## config.mk

```make
export PLATFORM = sky130hd
export DESIGN_NAME = erx_rx
export DESIGN_NICKNAME = d
export VERILOG_FILES = /design/src/logic/erx_pkg.sv /design/src/logic/erx_frame_assembler.sv /design/src/logic/erx_packet_decoder.sv /design/src/logic/erx_slow_handoff.sv /design/src/logic/erx_rx.sv
export VERILOG_INCLUDE_DIRS = /design/src /design/src/logic
export SDC_FILE = /design/constraint.sdc
export NUM_CORES = 1
export LEC_CHECK = 0
export BUFFER_PORTS_ARGS = -buffer_cell sky130_fd_sc_hd__buf_2
export CAP_MARGIN = 30
export CORE_AREA = 2 2 140 128
export DETAILED_ROUTE_END_ITERATION = 6
export DIE_AREA = 0 0 142 130
export HOLD_SLACK_MARGIN = 0.02
export PLACE_DENSITY = 0.83
export SLEW_MARGIN = 20
export SYNTH_ARGS = -nofsm -noshare
export SYNTH_HDL_FRONTEND = slang
export SYNTH_SLANG_ARGS = --single-unit
```

## constraint.sdc

```tcl
create_clock -name rx_lclk -period 12.8 [get_ports rx_lclk]
set_clock_uncertainty 0.1 [all_clocks]
set_input_delay 1.28 -clock rx_lclk [delete_from_list [all_inputs] [get_ports rx_lclk]]
set_output_delay 1.28 -clock rx_lclk [all_outputs]
set_load 0.01 [all_outputs]
```

## src/logic/erx_consts.svh

```systemverilog
`ifndef ERX_CONSTS_SVH
`define ERX_CONSTS_SVH

// ############################
// link and packet widths
// ############################

`define ERX_WORD_W   16     // one sampled ddr word
`define ERX_SAMPLE_W 112    // seven words per transaction
`define ERX_PW       104    // emesh packet width

// ############################
// slow hand-off
// ############################

// cycles a valid pulse is held so one slow tick sees it
`define ERX_STRETCH  4

`endif

```

## src/logic/erx_pkg.sv

```systemverilog
`include "erx_consts.svh"

package erx_pkg;

   // raw link word as delivered by the samplers
   typedef logic [`ERX_WORD_W-1:0]   erx_word_t;

   // full transaction before reordering
   typedef logic [`ERX_SAMPLE_W-1:0] erx_sample_t;

   // dstaddr / data / srcaddr all share this
   typedef logic [31:0]              erx_addr_t;

   typedef logic [3:0]               erx_ctrl_t;   // ctrlmode nibble

   // transfer size of the access
   typedef enum logic [1:0]
   {
      DM_BYTE   = 2'b00,   // 8 bit
      DM_HALF   = 2'b01,   // 16 bit
      DM_WORD   = 2'b10,   // 32 bit
      DM_DOUBLE = 2'b11    // 64 bit
   } erx_datamode_t;

endpackage

```

## src/logic/erx_frame_assembler.sv

```systemverilog
`timescale 1ns/1ps
`include "erx_consts.svh"

module erx_frame_assembler
(
   input  logic                 rx_lclk,
   input  logic                 reset,
   input  erx_pkg::erx_word_t   rx_word,    // sampled link word
   input  logic                 rx_frame,   // high for whole transaction
   output erx_pkg::erx_sample_t sample,     // assembled 112 bit sample
   output logic                 word_done,  // cycle after slot 6 stored
   output logic                 frame_q     // frame lined up with word_done
);

   import erx_pkg::*;

   localparam int NSLOT = `ERX_SAMPLE_W / `ERX_WORD_W;   // 7 words
   localparam int HDR_WORDS = 3;                         // reused in a burst

   localparam logic [NSLOT-1:0] PTR_FIRST = 1;                 // word 0
   localparam logic [NSLOT-1:0] PTR_BODY  = 1 << HDR_WORDS;    // word 3

   logic [NSLOT-1:0] word_ptr;   // one-hot write slot

   // ############################
   // write pointer
   // ############################

   always_ff @(posedge rx_lclk)
   begin
      if (reset || !rx_frame)
         word_ptr <= PTR_FIRST;                       // idle or new frame
      else if (word_ptr[NSLOT-1])
         word_ptr <= PTR_BODY;                        // expect burst body next
      else
         word_ptr <= {word_ptr[NSLOT-2:0], 1'b0};     // next slot
   end

   // ############################
   // sample register
   // ############################

   // payload only
   always_ff @(posedge rx_lclk)
   begin
      for (int i = 0; i < NSLOT; i++)
      begin
         if (rx_frame && word_ptr[i])
            sample[i*`ERX_WORD_W +: `ERX_WORD_W] <= rx_word;
      end
   end

   // header slots 0..2 survive the wrap so burst packets share them

   // ############################
   // completion strobe
   // ############################

   always_ff @(posedge rx_lclk)
   begin
      if (reset)
      begin
         word_done <= 1'b0;
         frame_q   <= 1'b0;
      end
      else
      begin
         word_done <= rx_frame & word_ptr[NSLOT-1];   // last slot just taken
         frame_q   <= rx_frame;
      end
   end

endmodule

```

## src/logic/erx_packet_decoder.sv

```systemverilog
`timescale 1ns/1ps
`include "erx_consts.svh"

module erx_packet_decoder
(
   input  logic                   rx_lclk,
   input  logic                   reset,
   input  erx_pkg::erx_sample_t   sample,
   input  logic                   word_done,
   input  logic                   frame_q,
   output logic                   pkt_valid,      // one cycle after word_done
   output logic                   pkt_burst,      // follows another in same frame
   output logic                   pkt_access,
   output logic                   pkt_write,
   output erx_pkg::erx_datamode_t pkt_datamode,
   output erx_pkg::erx_ctrl_t     pkt_ctrlmode,
   output erx_pkg::erx_addr_t     pkt_dstaddr,
   output erx_pkg::erx_addr_t     pkt_data,
   output erx_pkg::erx_addr_t     pkt_srcaddr
);

   import erx_pkg::*;

   logic [`ERX_PW-1:0] packet;   // emesh order
   logic               burst_seen;

   // ############################
   // byte shuffle
   // ############################

   // ddr sampling puts bytes in link order so rebuild emesh layout
   assign packet[0]      = sample[40];         // access
   assign packet[1]      = sample[41];         // write
   assign packet[3:2]    = sample[43:42];      // datamode
   assign packet[7:4]    = sample[15:12];      // ctrlmode
   assign packet[39:8]   = {sample[11:8],      // dstaddr msb nibble
                            sample[23:16],
                            sample[31:24],
                            sample[39:32],
                            sample[47:44]};    // dstaddr lsb nibble
   assign packet[71:40]  = {sample[55:48], sample[63:56],
                            sample[71:64], sample[79:72]};
   assign packet[103:72] = {sample[87:80], sample[95:88],
                            sample[103:96], sample[111:104]};

   // ############################
   // valid and burst tracking
   // ############################

   always_ff @(posedge rx_lclk)
   begin
      if (reset)
      begin
         pkt_valid  <= 1'b0;
         burst_seen <= 1'b0;
      end
      else
      begin
         pkt_valid <= word_done;
         if (word_done && frame_q)
            burst_seen <= 1'b1;                // later packets of this frame
         else if (!frame_q)
            burst_seen <= 1'b0;                // gap ends the burst
      end
   end

   // field hold until next word_done
   always_ff @(posedge rx_lclk)
   begin
      if (word_done)
      begin
         pkt_burst    <= burst_seen;           // value before this packet
         pkt_access   <= packet[0];
         pkt_write    <= packet[1];
         pkt_datamode <= erx_datamode_t'(packet[3:2]);
         pkt_ctrlmode <= packet[7:4];
         pkt_dstaddr  <= packet[39:8];
         pkt_data     <= packet[71:40];
         pkt_srcaddr  <= packet[103:72];
      end
   end

endmodule

```

## src/logic/erx_slow_handoff.sv

```systemverilog
`timescale 1ns/1ps
`include "erx_consts.svh"

module erx_slow_handoff
(
   input  logic                   rx_lclk,
   input  logic                   reset,
   input  logic                   pkt_valid,
   input  logic                   pkt_burst,
   input  logic                   pkt_access,
   input  logic                   pkt_write,
   input  erx_pkg::erx_datamode_t pkt_datamode,
   input  erx_pkg::erx_ctrl_t     pkt_ctrlmode,
   input  erx_pkg::erx_addr_t     pkt_dstaddr,
   input  erx_pkg::erx_addr_t     pkt_data,
   input  erx_pkg::erx_addr_t     pkt_srcaddr,
   output logic                   rx_tick,        // one cycle in four
   output logic                   rx_access,      // qualify with rx_tick
   output logic                   rx_burst,
   output logic                   rx_pkt_access,
   output logic                   rx_write,
   output erx_pkg::erx_datamode_t rx_datamode,
   output erx_pkg::erx_ctrl_t     rx_ctrlmode,
   output erx_pkg::erx_addr_t     rx_dstaddr,
   output erx_pkg::erx_addr_t     rx_data,
   output erx_pkg::erx_addr_t     rx_srcaddr
);

   import erx_pkg::*;

   localparam int SW = $clog2(`ERX_STRETCH);

   logic [1:0]    phase;     // slow clock phase
   logic [SW-1:0] stretch;   // cycles left after the pulse
   logic          valid_wide;

   // ############################
   // slow tick
   // ############################

   always_ff @(posedge rx_lclk)
   begin
      if (reset)
         phase <= 2'd0;
      else
         phase <= phase + 2'd1;   // free running
   end

   assign rx_tick = (phase == 2'd3);

   // pulse plus ERX_STRETCH-1 cycles so exactly one tick lands inside
   always_ff @(posedge rx_lclk)
   begin
      if (reset)
         stretch <= '0;
      else if (pkt_valid)
         stretch <= SW'(`ERX_STRETCH - 1);   // reload
      else if (stretch != '0)
         stretch <= stretch - 1'b1;
   end

   assign valid_wide = pkt_valid | (stretch != '0);

   // ############################
   // slow capture
   // ############################

   always_ff @(posedge rx_lclk)
   begin
      if (reset)
      begin
         rx_access <= 1'b0;
         rx_burst  <= 1'b0;
      end
      else if (rx_tick)
      begin
         rx_access <= valid_wide;          // drops on an empty tick
         if (valid_wide)
            rx_burst <= pkt_burst;
      end
   end

   always_ff @(posedge rx_lclk)
   begin
      if (rx_tick && valid_wide)
      begin
         rx_pkt_access <= pkt_access;
         rx_write      <= pkt_write;
         rx_datamode   <= pkt_datamode;
         rx_ctrlmode   <= pkt_ctrlmode;
         rx_dstaddr    <= pkt_dstaddr;
         rx_data       <= pkt_data;
         rx_srcaddr    <= pkt_srcaddr;
      end
   end

endmodule

```

## src/logic/erx_rx.sv

```systemverilog
`timescale 1ns/1ps

module erx_rx
(
   input  logic                   rx_lclk,
   input  logic                   reset,
   input  erx_pkg::erx_word_t     rx_word,
   input  logic                   rx_frame,
   output logic                   rx_tick,
   output logic                   rx_access,
   output logic                   rx_burst,
   output logic                   rx_pkt_access,
   output logic                   rx_write,
   output erx_pkg::erx_datamode_t rx_datamode,
   output erx_pkg::erx_ctrl_t     rx_ctrlmode,
   output erx_pkg::erx_addr_t     rx_dstaddr,
   output erx_pkg::erx_addr_t     rx_data,
   output erx_pkg::erx_addr_t     rx_srcaddr
);

   import erx_pkg::*;

   // ############################
   // stage wires
   // ############################

   erx_sample_t   sample;
   logic          word_done;
   logic          frame_q;

   logic          pkt_valid;
   logic          pkt_burst;
   logic          pkt_access;
   logic          pkt_write;
   erx_datamode_t pkt_datamode;
   erx_ctrl_t     pkt_ctrlmode;
   erx_addr_t     pkt_dstaddr;
   erx_addr_t     pkt_data;
   erx_addr_t     pkt_srcaddr;

   // words to 112 bit sample
   erx_frame_assembler u_assembler
   (
      .rx_lclk   (rx_lclk),
      .reset     (reset),
      .rx_word   (rx_word),
      .rx_frame  (rx_frame),
      .sample    (sample),
      .word_done (word_done),
      .frame_q   (frame_q)
   );

   // sample to packet fields
   erx_packet_decoder u_decoder
   (
      .rx_lclk      (rx_lclk),
      .reset        (reset),
      .sample       (sample),
      .word_done    (word_done),
      .frame_q      (frame_q),
      .pkt_valid    (pkt_valid),
      .pkt_burst    (pkt_burst),
      .pkt_access   (pkt_access),
      .pkt_write    (pkt_write),
      .pkt_datamode (pkt_datamode),
      .pkt_ctrlmode (pkt_ctrlmode),
      .pkt_dstaddr  (pkt_dstaddr),
      .pkt_data     (pkt_data),
      .pkt_srcaddr  (pkt_srcaddr)
   );

   // fast pulse to slow phase
   erx_slow_handoff u_handoff
   (
      .rx_lclk       (rx_lclk),
      .reset         (reset),
      .pkt_valid     (pkt_valid),
      .pkt_burst     (pkt_burst),
      .pkt_access    (pkt_access),
      .pkt_write     (pkt_write),
      .pkt_datamode  (pkt_datamode),
      .pkt_ctrlmode  (pkt_ctrlmode),
      .pkt_dstaddr   (pkt_dstaddr),
      .pkt_data      (pkt_data),
      .pkt_srcaddr   (pkt_srcaddr),
      .rx_tick       (rx_tick),
      .rx_access     (rx_access),
      .rx_burst      (rx_burst),
      .rx_pkt_access (rx_pkt_access),
      .rx_write      (rx_write),
      .rx_datamode   (rx_datamode),
      .rx_ctrlmode   (rx_ctrlmode),
      .rx_dstaddr    (rx_dstaddr),
      .rx_data       (rx_data),
      .rx_srcaddr    (rx_srcaddr)
   );

endmodule

```

==> out/results.tsv <==
metric	value	unit
Crit. End Element	output pin	
Crit-path slowest cell	dfxtp_1	
layout cell share with drive strength beyond 1	0.311	
core area	0.0172	mm2
largest family of logic cells by synthesized area	simple AND/OR/NAND/NOR gates	
P_sw	0.393	mW
Starting Density	0.581	
layout overhead on the synthesized area	19.0	%
R2R Setup Slk	10.36	ns
Final Hold Fails	0	
antenna-violating nets left	0	
Reg area	0.00974	mm2
H-tree depth	1	
Leakage	4.04	nW
drt first pass iters	4	
most frequent cells in the layout	edfxtp_1 (313), buf_2 (125), clkbuf_16 (31), dfxtp_1 (16), and2_1 (13)	
crit path launch type	flip-flop	
max incr delay on CP	0.34	ns
CP top delay family	flip-flops	
worst slew pin tran	1.04	ns
HPWL after DPL	9880	um
XOR/XNOR share of the synthesized area	0.000876	
share of the synthesized area in the top cell type	0.940	
cts hold-fix bufs	0	
largest net degree at the start of global routing	71	
crit-path cells	ha_1, buf_2	
CP max FO	4	
maximum operating frequency	379	MHz
overall power	2.08	mW
Clock Power Share	0.398	
clock net sink count	330	
Synth area leader	edfxtp_1	
I/O Buffers	125	
Mapped Cells	369	
fin. max-slew vios	0	
Comb pwr share	0.027	
MaxCap Viol Count	0	
Max VDD drop	0.105	mV
simple-gate share of the synthesized area	0.0158	
global-route usage over all layers	0.185	
min cycle time layout	2.64	ns
hold path depth	0	
sw frac	0.188	
DRC	0	
final WL	16700	um
clk root buf	clkbuf_16	
first-pass GRT wire length	24600	um
Worst Hold Endpoint	u_decoder.pkt_data[22]	
Reg power frac	0.576	
Iteration-0 DRC Markers	330	
commonest non-fill, non-tap cell in the layout	edfxtp_1	
Multi-input gate area	250	um2
Hold Path Class	flip-flop to flip-flop	
Arr. time, crit path	1.26	ns
final number of setup-violating endpoints	0	
Levels on crit path	2	
worst r2r dst	u_handoff.rx_data[9]	
post-synthesis adder-cell area fraction	0.00250	
CTS tree	done	
synthesized area	0.0100	mm2
Rows	46	
crit path kind	flip-flop to output pin	
Cell Int Power	1.69	mW
register area share after synthesis	0.974	
die area	0.0185	mm2
Yosys warnings	0	
Synth area leaders	edfxtp_1 (94%), dfxtp_1 (3.4%), and2_1 (0.81%)	
clock latency on the worst-skew pair	0.54	ns
WP data required	11.42	ns
antenna violations before repair	1	
R2R cell count	4	
Routability Congestion	0.728	
Power Density	175	mW/mm2
Die X	142	um
Yosys reg bits	330	
post-synthesis compound-gate area fraction	0.00263	
hold wc startpoint	u_assembler.sample[62]	
run status	finished clean	
cts repair resizes	0	
mux cell area share after synthesis	0.00213	
relative slew slack	0.306	
vias per cell	5.17	
WL per Instance	21.8	um
Mapped Nets	390	
CTS buffer count	30	
Yosys cell types	19	
clock buffer depth	3	
# IOs	126	
DR vias	3959	
WP buf/inv	1	
number of global-route vias before repair	4001	
# fillers	977	
nets@finish	551	
DIE HEIGHT	130	um
setup TNS	0	ns
unrepaired setup endpoints after global routing	false	
FF-to-FF Start	u_handoff.stretch[0]	
Post CTS Setup Buffer Count	0	
Remaining Overflow, GRT	0	
Mean Syn Cell Area	27.1	um2
Tcrit/Tclk final	0.206	
CTS clock-pin slew for the worst setup and hold paths	0.06	ns
cell type report:
class,instances,share of cell area
clock inverter,14,0.00999
multi-input combinational,34,0.0210
antenna,1,0.000210
tap,216,0.0227
inverter,4,0.00126
sequential,330,0.819
timing repair buffer,130,0.0587
clock buffer,37,0.0671
power groups by stage:
stage	sequential, mW	combinational [mW]	clock, mW
after floorplan	1.23	0.0220	0
after global placement	1.22	0.0496	0
after detailed placement	1.22	0.0552	0
after CTS	1.20	0.0561	0.845
after global routing	1.20	0.0620	0.889
final	1.20	0.0553	0.830
stage by stage:
| step | cell area [um2] | hold WS (ns) | util | setup WS (ns) | instances |
|---|---|---|---|---|---|
| global placement | 10900 | 0.300 | 0.635 | 10.04 | 711 |
| floorplan | 10000 | 0.290 | - | 6.47 | 369 |
| finish | 11900 | 0.313 | 0.691 | 10.16 | 766 |
| global route | 11900 | 0.319 | 0.691 | 10.09 | 765 |
| detailed placement | 10900 | 0.305 | 0.636 | 10.03 | 712 |
| CTS | 11900 | 0.315 | 0.689 | 10.14 | 763 |
routing by layer:
metal	wire length (um)	GRT usage
met1	6710	0.239
met3	1010	0.0451
met2	8620	0.319
met5	0	0
met4	376	0.0553
how the worst max path moves through the flow:
stage	start	to	slack, ns
CTS	u_handoff.phase[0]	rx_tick	10.14
detailed placement	rx_frame	u_assembler.sample[70]	10.03
finish	u_handoff.phase[0]	rx_tick	10.16
floorplan	u_handoff.stretch[0]	u_handoff.rx_burst	6.47
global route	u_handoff.phase[0]	rx_tick	10.09
global placement	u_handoff.stretch[0]	u_handoff.rx_data[14]	10.04
synth_stat cells (all sizes together):
| cell type | n |
|---|---|
| dfxtp | 17 |
| nand2b | 2 |
| a21boi | 1 |
| mux2i | 1 |
| ha | 2 |
| buf | 1 |
| and2 | 13 |
| mux2 | 1 |
| nor3b | 1 |
| a21oi | 2 |
| a311oi | 1 |
| nor2 | 6 |
| xor2 | 1 |
| inv | 4 |
| edfxtp | 313 |
| nor2b | 3 |
registers in the layout, summed over array words and instances, names as in the netlist, 2 cells and up:
register                count
u_decoder.pkt_data         32
u_handoff.phase             2
u_handoff.rx_srcaddr       32
u_decoder.pkt_srcaddr      32
u_assembler.word_ptr        7
u_assembler.sample        104
u_handoff.rx_dstaddr       32
u_handoff.rx_data          32
u_decoder.pkt_dstaddr      32
u_decoder.pkt_datamode      2
u_handoff.rx_ctrlmode       4
u_handoff.stretch           2
u_handoff.rx_datamode       2
u_decoder.pkt_ctrlmode      4
kinds of logic after synthesis:
family          count (synthesis)
simple gates                   25
xor+xnor                        1
mux                             2
flops                         330
compound gates                  4
fa+ha+maj                       2
buf+inv                         5
worst reg2reg max path, delay by kind of cell, from the launching register on:
family	cells	cell delay [ns]
flip-flops	1	0.34
AO/OA/AOI/OAI	1	0.47
buffers and inverters	2	0.79
adder cells (fa/ha/maj)	1	0.29
Note: power is estimated with default switching activity, not from simulation.
